<file path="src/hw/event_ctrl_pkg.sv">
package event_ctrl_pkg;

    // Bus and field widths.
    localparam int ADDR_W   = 4;
    localparam int DATA_W   = 32;
    localparam int SEL_W    = DATA_W / 8;
    localparam int COUNT_W  = 32;
    localparam int TIO_W    = 4;
    localparam int RUNCFG_W = 12;
    localparam int TRKERR_W = 4;
    localparam int NUM_REGS = 2 ** ADDR_W;

    localparam int NUM_LINKS     = 4;
    localparam int NUM_TX_COUNTS = 2;
    localparam int TX_QWORD_IDX  = 0;
    localparam int TX_EVENT_IDX  = 1;

    typedef logic [ADDR_W-1:0]   reg_addr_t;
    typedef logic [DATA_W-1:0]   reg_data_t;
    typedef logic [COUNT_W-1:0]  count_t;
    typedef logic [TIO_W-1:0]    tio_mask_t;
    typedef logic [RUNCFG_W-1:0] runcfg_t;
    typedef logic [TRKERR_W-1:0] track_err_t;

    // Register map, in word indices.
    localparam reg_addr_t ADDR_GLOBAL          = 4'd0;
    localparam reg_addr_t ADDR_GLOBAL_RD       = 4'd1;
    localparam reg_addr_t ADDR_GLOBAL_ALIAS_LO = 4'd2;
    localparam reg_addr_t ADDR_GLOBAL_ALIAS_HI = 4'd3;
    localparam reg_addr_t ADDR_LINK_BASE       = 4'd4;
    localparam reg_addr_t ADDR_TX_QWORDS       = 4'd8;
    localparam reg_addr_t ADDR_TX_EVENTS       = 4'd9;
    localparam reg_addr_t ADDR_MIRROR_BASE     = 4'd10;

    // Global word layout.
    localparam int GLB_FORCE_BIT   = 0;  // Read/write.
    localparam int GLB_EVRST_BIT   = 1;  // Read-only.
    localparam int GLB_MASK_LSB    = 8;
    localparam int GLB_TRKERR_LSB  = 12; // Read-only.
    localparam int GLB_RUNCFG_LSB  = 16;
    localparam int RUNCFG_LO_W     = 8;  // Byte lane 2 part of run configuration.

    typedef struct packed {
        logic             cyc;
        logic             stb;
        logic             we;
        reg_addr_t        adr;
        logic [SEL_W-1:0] sel;
        reg_data_t        dat;
    } wb_req_t;

    typedef struct packed {
        logic      ack;
        reg_data_t dat;
    } wb_rsp_t;

endpackage

</file>
<file path="src/hw/event_control_top.sv">
`timescale 1ns/1ps

module event_control_top (
    input  logic                                aclk,
    input  logic                                arst_n_i,

    input  event_ctrl_pkg::wb_req_t             wb_req_i,
    output event_ctrl_pkg::wb_rsp_t             wb_rsp_o,

    input  event_ctrl_pkg::track_err_t          track_err_i,
    input  logic                                event_open_i,

    input  logic [event_ctrl_pkg::NUM_LINKS-1:0] link_tvalid_i,
    input  logic                                eth_tx_qword_i,
    input  logic                                eth_tx_event_i,

    output logic                                event_reset_o,
    output event_ctrl_pkg::tio_mask_t           tio_mask_o,
    output event_ctrl_pkg::runcfg_t             runcfg_o
);

    import event_ctrl_pkg::*;

    logic   event_reset;
    count_t link_count [NUM_LINKS];
    count_t tx_count [NUM_TX_COUNTS];

    // Quadword strobe in slot 0, event strobe in slot 1.
    logic [NUM_TX_COUNTS-1:0] tx_strobe;
    assign tx_strobe = {eth_tx_event_i, eth_tx_qword_i};

    event_register_core u_core (
        .aclk          (aclk),
        .arst_n_i      (arst_n_i),
        .wb_req_i      (wb_req_i),
        .wb_rsp_o      (wb_rsp_o),
        .track_err_i   (track_err_i),
        .event_open_i  (event_open_i),
        .link_count_i  (link_count),
        .tx_count_i    (tx_count),
        .event_reset_o (event_reset),
        .tio_mask_o    (tio_mask_o),
        .runcfg_o      (runcfg_o)
    );

    // Link word counters.
    event_stat_counter #(
        .NUM_COUNTS (NUM_LINKS)
    ) u_link_stats (
        .aclk     (aclk),
        .arst_n_i (arst_n_i),
        .clear_i  (event_reset),
        .strobe_i (link_tvalid_i),
        .count_o  (link_count)
    );

    // Ethernet transmit counters.
    event_stat_counter #(
        .NUM_COUNTS (NUM_TX_COUNTS)
    ) u_tx_stats (
        .aclk     (aclk),
        .arst_n_i (arst_n_i),
        .clear_i  (event_reset),
        .strobe_i (tx_strobe),
        .count_o  (tx_count)
    );

    assign event_reset_o = event_reset;

endmodule

</file>
<file path="src/hw/event_register_core.sv">
`timescale 1ns/1ps

module event_register_core (
    input  logic                        aclk,
    input  logic                        arst_n_i,

    input  event_ctrl_pkg::wb_req_t     wb_req_i,
    output event_ctrl_pkg::wb_rsp_t     wb_rsp_o,

    input  event_ctrl_pkg::track_err_t  track_err_i,
    input  logic                        event_open_i,

    input  event_ctrl_pkg::count_t      link_count_i [event_ctrl_pkg::NUM_LINKS],
    input  event_ctrl_pkg::count_t      tx_count_i [event_ctrl_pkg::NUM_TX_COUNTS],

    output logic                        event_reset_o,
    output event_ctrl_pkg::tio_mask_t   tio_mask_o,
    output event_ctrl_pkg::runcfg_t     runcfg_o
);

    import event_ctrl_pkg::*;

    logic       req;
    logic       ack_q;
    logic       wr_glob;
    reg_data_t  rd_dat_q;

    logic       force_q;
    tio_mask_t  mask_q;
    runcfg_t    runcfg_q;
    track_err_t trk_err_q;
    logic       evrst_q;

    reg_data_t  glob_word;
    reg_data_t  base_map [ADDR_MIRROR_BASE];
    reg_data_t  rd_map [NUM_REGS];

    // Bus request and write strobe.
    assign req = wb_req_i.cyc && wb_req_i.stb;

    // Writes land in the ack cycle, only at the global index.
    assign wr_glob = req && ack_q && wb_req_i.we && (wb_req_i.adr == ADDR_GLOBAL);

    always_ff @(posedge aclk or negedge arst_n_i) begin
        if (!arst_n_i) begin
            ack_q <= 1'b0;
        end else begin
            ack_q <= req; // Held while the master holds its request.
        end
    end

    // Read data sampled on the first request cycle.
    always_ff @(posedge aclk) begin
        if (req && !wb_req_i.we && !ack_q) begin
            rd_dat_q <= rd_map[wb_req_i.adr];
        end
    end

    // Global control register, one field per byte lane.
    always_ff @(posedge aclk or negedge arst_n_i) begin
        if (!arst_n_i) begin
            force_q  <= 1'b0;
            mask_q   <= '0;
            runcfg_q <= '0;
        end else if (wr_glob) begin
            if (wb_req_i.sel[0]) begin
                force_q <= wb_req_i.dat[GLB_FORCE_BIT];
            end
            if (wb_req_i.sel[1]) begin
                mask_q <= wb_req_i.dat[GLB_MASK_LSB +: TIO_W];
            end
            if (wb_req_i.sel[2]) begin
                runcfg_q[0 +: RUNCFG_LO_W] <= wb_req_i.dat[GLB_RUNCFG_LSB +: RUNCFG_LO_W];
            end
            if (wb_req_i.sel[3]) begin
                runcfg_q[RUNCFG_LO_W +: RUNCFG_W-RUNCFG_LO_W] <=
                    wb_req_i.dat[GLB_RUNCFG_LSB+RUNCFG_LO_W +: RUNCFG_W-RUNCFG_LO_W];
            end
        end
    end

    // Event reset while forced or while no event is open.
    always_ff @(posedge aclk or negedge arst_n_i) begin
        if (!arst_n_i) begin
            evrst_q <= 1'b0;
        end else begin
            evrst_q <= force_q || !event_open_i;
        end
    end

    always_ff @(posedge aclk) begin
        trk_err_q <= track_err_i;
    end

    // Global word as seen on readback.
    always_comb begin
        glob_word = '0;
        glob_word[GLB_FORCE_BIT]                  = force_q;
        glob_word[GLB_EVRST_BIT]                  = evrst_q;
        glob_word[GLB_MASK_LSB +: TIO_W]          = mask_q;
        glob_word[GLB_TRKERR_LSB +: TRKERR_W]     = trk_err_q;
        glob_word[GLB_RUNCFG_LSB +: RUNCFG_W]     = runcfg_q;
    end

    // Lower part of the map holds the real registers.
    always_comb begin
        base_map = '{default: '0};
        base_map[ADDR_GLOBAL]          = glob_word;
        base_map[ADDR_GLOBAL_RD]       = glob_word;
        base_map[ADDR_GLOBAL_ALIAS_LO] = glob_word;
        base_map[ADDR_GLOBAL_ALIAS_HI] = glob_word;
        for (int i = 0; i < NUM_LINKS; i++) begin
            base_map[int'(ADDR_LINK_BASE) + i] = link_count_i[i];
        end
        base_map[ADDR_TX_QWORDS] = tx_count_i[TX_QWORD_IDX];
        base_map[ADDR_TX_EVENTS] = tx_count_i[TX_EVENT_IDX];
    end

    // Upper indices repeat the aliases and link counters.
    always_comb begin
        for (int i = 0; i < int'(ADDR_MIRROR_BASE); i++) begin
            rd_map[i] = base_map[i];
        end
        for (int i = int'(ADDR_MIRROR_BASE); i < NUM_REGS; i++) begin
            rd_map[i] = base_map[i - int'(ADDR_MIRROR_BASE) + int'(ADDR_GLOBAL_ALIAS_LO)];
        end
    end

    assign wb_rsp_o.ack = ack_q && req;
    assign wb_rsp_o.dat = rd_dat_q;

    assign event_reset_o = evrst_q;
    assign tio_mask_o    = mask_q;
    assign runcfg_o      = runcfg_q;

endmodule

</file>
<file path="src/hw/event_stat_counter.sv">
`timescale 1ns/1ps

module event_stat_counter #(
    parameter int NUM_COUNTS = event_ctrl_pkg::NUM_LINKS
) (
    input  logic                    aclk,
    input  logic                    arst_n_i,
    input  logic                    clear_i,
    input  logic [NUM_COUNTS-1:0]   strobe_i,
    output event_ctrl_pkg::count_t  count_o [NUM_COUNTS]
);

    import event_ctrl_pkg::*;

    count_t cnt_q [NUM_COUNTS];

    // One free-running counter per strobe.
    for (genvar i = 0; i < NUM_COUNTS; i++) begin : g_cnt

        count_t cnt_d;

        // Clear has priority over a strobe in the same cycle.
        always_comb begin
            cnt_d = cnt_q[i];
            if (clear_i) begin
                cnt_d = '0;
            end else if (strobe_i[i]) begin
                cnt_d = cnt_q[i] + count_t'(1); // Wraps modulo 2^32.
            end
        end

        always_ff @(posedge aclk or negedge arst_n_i) begin
            if (!arst_n_i) begin
                cnt_q[i] <= '0;
            end else begin
                cnt_q[i] <= cnt_d;
            end
        end

        assign count_o[i] = cnt_q[i];

    end

endmodule

</file>
<file path="config.mk">
export PLATFORM = sky130hd
export DESIGN_NAME = event_control_top
export DESIGN_NICKNAME = d
export VERILOG_FILES = /design/src/hw/event_ctrl_pkg.sv /design/src/hw/event_control_top.sv /design/src/hw/event_register_core.sv /design/src/hw/event_stat_counter.sv
export SDC_FILE = /design/constraint.sdc
export NUM_CORES = 1
export LEC_CHECK = 0
export ABC_AREA = 0
export BUFFER_PORTS_ARGS = -buffer_cell sky130_fd_sc_hd__clkbuf_2
export CAP_MARGIN = 20
export CORE_MARGIN = 3
export CORE_UTILIZATION = 65
export DETAILED_ROUTE_END_ITERATION = 7
export GPL_ROUTABILITY_DRIVEN = 0
export PLACE_DENSITY_LB_ADDON = 0.3
export REMOVE_ABC_BUFFERS = 1
export SETUP_SLACK_MARGIN = 0.05
export SKIP_CTS_REPAIR_TIMING = 1
export SYNTH_ARGS = -nofsm -noshare
export SYNTH_HDL_FRONTEND = slang
export SYNTH_HIERARCHICAL = 1
export SYNTH_SLANG_ARGS = --single-unit
export TNS_END_PERCENT = 50
</file>
<file path="constraint.sdc">
create_clock -name aclk -period 7.75 [get_ports aclk]
set_input_delay 0.775 -clock aclk [delete_from_list [all_inputs] [get_ports aclk]]
set_output_delay 0.775 -clock aclk [all_outputs]
set_load 0.1 [all_outputs]
</file>
Word-level counts from Yosys, hierarchy flattened

Cells that the tools add are included.

Bits in writable memories: 0
Logic and storage cells: 58
Latch bits: 0
Bits in read-only memories: 0
Register bits: 247
Memories: 0

Reduce and logical (&&, ||, !) cells: 21
Bitwise operators: 1
Divide/modulo/power cells: 0
Multipliers: 0
Add/subtract/negate cells: 6
Multiplexer cells: 15
Shifts and indexed selects: 0
Equal/unequal tests: 0
Order comparisons: 1

Operators with widths:

| kind                                          | number |
|---|---|
| 2-to-1 mux 32 bit                             | 14 |
| adder 32 x 1 -> 32 bit, second input constant | 6 |
| binary-select mux 32 bit (select 4 bit)       | 1 |
| nonzero test 2 bit                            | 6 |
| AND reduction 2 bit                           | 4 |
| logical AND 1 bit                             | 6 |
| >= comparator 5 bit, second input constant    | 1 |
| inverter 4 -> 5 bit                           | 1 |
| zero test 4 bit                               | 1 |
| zero test 1 bit                               | 3 |
| logical OR 1 bit                              | 1 |

Longest topological paths before layout

Depth after elaboration: 5
Gate-level depth with buffers: 7

Modules after synthesis

Netlist, hierarchy kept.

By module, submodules not included:

| module                             | seq. area each (um2) | instances | area an instance (um2) | cells an instance |
|---|---|---|---|---|
| event_stat_counter at u_link_stats | 3203.1               | 1         | 6739.0                 | 719 |
| event_register_core                | 1516.5               | 1         | 3498.4                 | 256 |
| event_stat_counter at u_tx_stats   | 1601.5               | 1         | 3269.4                 | 341 |

Least setup slack after synthesis

No wires, ideal clock.

Kind: in2reg
Start point: input wb_req_i[42] (netlist bit)
End point: register u_core.rd_dat_q[0], enable pin
Path buffers: 0
Setup slack: 4015 ps
Data arrival time: 3268 ps
Stages on the path: 2
Library setup time: 468 ps
Cells stage by stage: and2_1 -> nor3b_1

Cells in the longest elaborated chain, start to end: 3

RTL lines:

| what                            | RTL line                  | source |
|---|---|---|
| start: declaration              | event_control_top.sv:7    | `input event_ctrl_pkg::wb_req_t wb_req_i,` |
| logical AND 1 bit               | event_register_core.sv:39 | `assign req = wb_req_i.cyc && wb_req_i.stb;` |
| logical AND 1 bit (2 in series) | event_register_core.sv:54 | `if (req && !wb_req_i.we && !ack_q) begin` |
| end signal: assignment          | event_register_core.sv:55 | `rd_dat_q <= rd_map[wb_req_i.adr];` |
| end: declaration                | event_register_core.sv:26 | `reg_data_t rd_dat_q;` |

No other way between the ends.
A chain may end at the register's enable or synchronous reset.

Worst setup path after layout

Start point: register u_core.evrst_q (netlist: u_core/event_reset_o)
End point: output event_reset_o

RTL lines:

| what                     | RTL line                  | source |
|---|---|---|
| start: declaration       | event_register_core.sv:32 | `logic evrst_q;` |
| start signal: assignment | event_register_core.sv:87 | `evrst_q <= force_q \|\| !event_open_i;` |
| end: declaration         | event_control_top.sv:17   | `output logic event_reset_o,` |

No word-level cell between the ends.

==> reports/metrics.csv <==
stage,metric,value,unit
grt,grt_pass1_wl,55300,um
drt,drc,0,
layout,insertedDiodeCount,0,
power_and_ir_drop,power.density,194,nW/um2
sta,report.final.setup_viol,0,
clocking,cts_tree,built,
critical_path,crit_type,register to output pin,
die,die_area,22500,um2
grt,grt_usage,0.305,
layout,fin_nets,1421,
grt,antenna_found_initial,1,
critical_path,path_cells,clkbuf_2,
yosys,async_flop_share,0.854,
sta,tightest_slew,1.00,ns
yosys,synth_top_cell_area_share,0.391,
power_and_ir_drop,intPower,2.22,mW
yosys,yosys_warnings,6,
sta,tns,0,ns
clocking,cts.sinks,247,
power_and_ir_drop,seqPwrFrac,0.462,
outcome,status,"complete, no violations",
yosys,synth_seq_area_share,0.468,
yosys,yosysMostFrequentCell,dfrtp_1,
yosys,synth-edff-count,32,
die,initial_core_util,0.665,
sta,drv_slew,0,
die,rows,52,
yosys,ys_seq_elements,247,
critical_path,cp-start-kind,register,
run,drv_cap,0,
drt,vias,11200,
die,die_w,150,um
drt,drt_iter0_markers,1091,
power_and_ir_drop,p_sw_frac,0.236,
yosys,synth.largest_area_cell,dfrtp_1,
layout,fill_cells,1409,
yosys,synth_commonest_cells,"211 x dfrtp_1, 109 x a21oi_1, 101 x nand2_1",
yosys,ys_types,40,
power_and_ir_drop,p_comb_frac,0.057,
die,core_area,20300,um2
drt,wl_per_cell,21.1,um
clocking,clk_pin_slew_worst_paths,0.06,ns
yosys,syn_inst,1316,
placement,dpl.hpwl,23100,um
critical_path,r2r-end,u_tx_stats/count_o[22]$_DFFE_PN0P_,
power_and_ir_drop,p_sw,686,uW
clocking,cts_buffers,28,
drt,viasPerCell,6.81,
critical_path,crit_buf_inv,1,
yosys,syn-cell-area,13500,um2
sta,hold_viol_final,0,
sta,rsz0062_at_grt,no,
sta,skew,0.00902,ns
die,pin_count,106,
drt,routed_wl,34800,um
critical_path,crit_fanout,39,
drt,first_pass_iters,5,
critical_path,ff2ff_setup_slack,5.13,ns
layout,drive_above_1_share,0.171,
clocking,cts_root_buf,clkbuf_16,
sta,fmax,382,MHz
sta,post-route-period-util,0.338,
critical_path,arrival,1.84,ns
hold_path,min_path_type,input port to async pin,
sta,period_needed,2.62,ns
sta,relSlewSlack,0.331,
critical_path,cp_slowest_cell,dfrtp_4,
placement,io_buffers,90,
drt,antenna_left,0,
die,die_h,150,um
power_and_ir_drop,peakVddDrop,152,uV
clocking,h-tree-depth,1,
critical_path,rr_worst_depth,5,
grt,grt_start_max_net_pins,95,
grt,grt_pass1_vias,10500,
clocking,clock_latency,0.54,ns
yosys,synthTopCellsByArea,"dfrtp_1 39%, edfxtp_1 7.1%, mux4_2 5.3%",
yosys,ys.flop_type,dfrtp_1,
yosys,synth_area_per_cell,10.3,um2
clocking,ctsLongestPathBuffers,3,
critical_path,slowest_delay,0.74,ns
critical_path,path_delay_family,flip-flops,
power_and_ir_drop,p_leak,5.85,nW
grt,gr-total-overflow,0,
sta,holdWs,0.245,ns
critical_path,endpoint_kind,output pin,
critical_path,reg2reg_from,u_tx_stats/count_o[0]$_DFFE_PN0P_,
layout,area.growth.synth_to_final,10.8,%
power_and_ir_drop,clkPwrFrac,0.481,
critical_path,cp.required,6.97,ns
[cell families (layout without fill, tap and decap cells)]
family                   Yosys count  after routing  synth area share
adder cells (fa/ha/maj)            6              6           0.00556
flip-flops                       247            247             0.468
AO/OA/AOI/OAI                    251            251             0.107
buffers and inverters            110            175            0.0358
AND/OR/NAND/NOR                  517            517             0.219
XOR/XNOR                          69             69            0.0447
multiplexers                     116            116             0.120
[worst max-delay path by stage]
stage	slack, ns	to	startpoint	cells past startpoint
floorplan	3.14	event_reset_o	u_core/event_reset_o$_DFF_PN0_	0
global placement	4.78	u_core/rd_dat_q[30]$_DFFE_PP_	wb_req_i[36]	5
detailed placement	4.76	u_core/rd_dat_q[30]$_DFFE_PP_	wb_req_i[36]	5
CTS	5.12	event_reset_o	u_core/event_reset_o$_DFF_PN0_	1
global route	4.98	u_tx_stats/count_o[26]$_DFFE_PN0P_	u_tx_stats/count_o[0]$_DFFE_PN0P_	5
finish	5.13	event_reset_o	u_core/event_reset_o$_DFF_PN0_	1
[power by group through the flow]
stage,sequential (mW),clock [mW],combinational [mW]
after floorplan,1.41,0,0.0441
after global placement,1.37,0,0.162
after detailed placement,1.37,0,0.165
after CTS,1.34,1.41,0.166
after global routing,1.34,1.46,0.177
final,1.34,1.40,0.165
[metal layers]
metal / routed length [um] / GRT usage / up-vias / part of all wire
met5: 14 / 0 / - / 0.00040
met4: 679 / 0.0810 / 2 / 0.020
met3: 2490 / 0.0367 / 59 / 0.071
met2: 17300 / 0.508 / 528 / 0.50
met1: 14400 / 0.430 / 5590 / 0.41
li1: - / - / 5059 / -
[state kept, by name (all words and copies together) (netlist names)]
signal                count
u_link_stats/count_o    128
u_tx_stats/count_o       64
u_core/rd_dat_q          32
u_core/runcfg_o          12
u_core/tio_mask_o         4
u_core/trk_err_q          4
u_core/ack_q              1
u_core/event_reset_o      1
u_core/force_q            1
[cells in the final DEF, fill, tap and decap left out, types with 10 or more instances in the layout]
cell       instances
mux2_2            46
a21oi_1          109
xor2_1            39
edfxtp_1          32
and2_1            12
inv_1             24
or4_1             85
nand2_1          101
dfrtp_1          210
buf_4             10
nand4_1           53
mux2i_1           38
nor3_1            11
o31ai_1           73
nor4_1            13
mux4_2            32
or3_1             38
o21ai_0           66
nand3_1           52
xnor2_1           30
clkbuf_2          88
clkbuf_16         28
and4_1            26
nor2_1            83
and3_1            15
[stage by stage]
step | utilization | cells | power, mW | cell area [um2] | setup WS, ns
final | 0.737 | 1651 | 2.90 | 15000 | 5.13
after global routing | 0.737 | 1651 | 2.98 | 15000 | 4.98
after CTS | 0.737 | 1651 | 2.91 | 15000 | 5.12
after detailed placement | 0.689 | 1599 | 1.53 | 14000 | 4.76
after global placement | 0.689 | 1599 | 1.53 | 14000 | 4.78
after floorplan | - | 1230 | 1.45 | 13100 | 3.14
[area by class of cell]
cell class | instances | area (um2) | area share
timing repair buffer | 99 | 529 | 0.0354
sequential | 247 | 6320 | 0.423
tap | 270 | 338 | 0.0226
clock buffer | 34 | 743 | 0.0497
inverter | 24 | 90.1 | 0.00602
multi-input combinational | 959 | 6710 | 0.448
clock inverter | 18 | 231 | 0.0155
(Power assumes the default switching activity.)
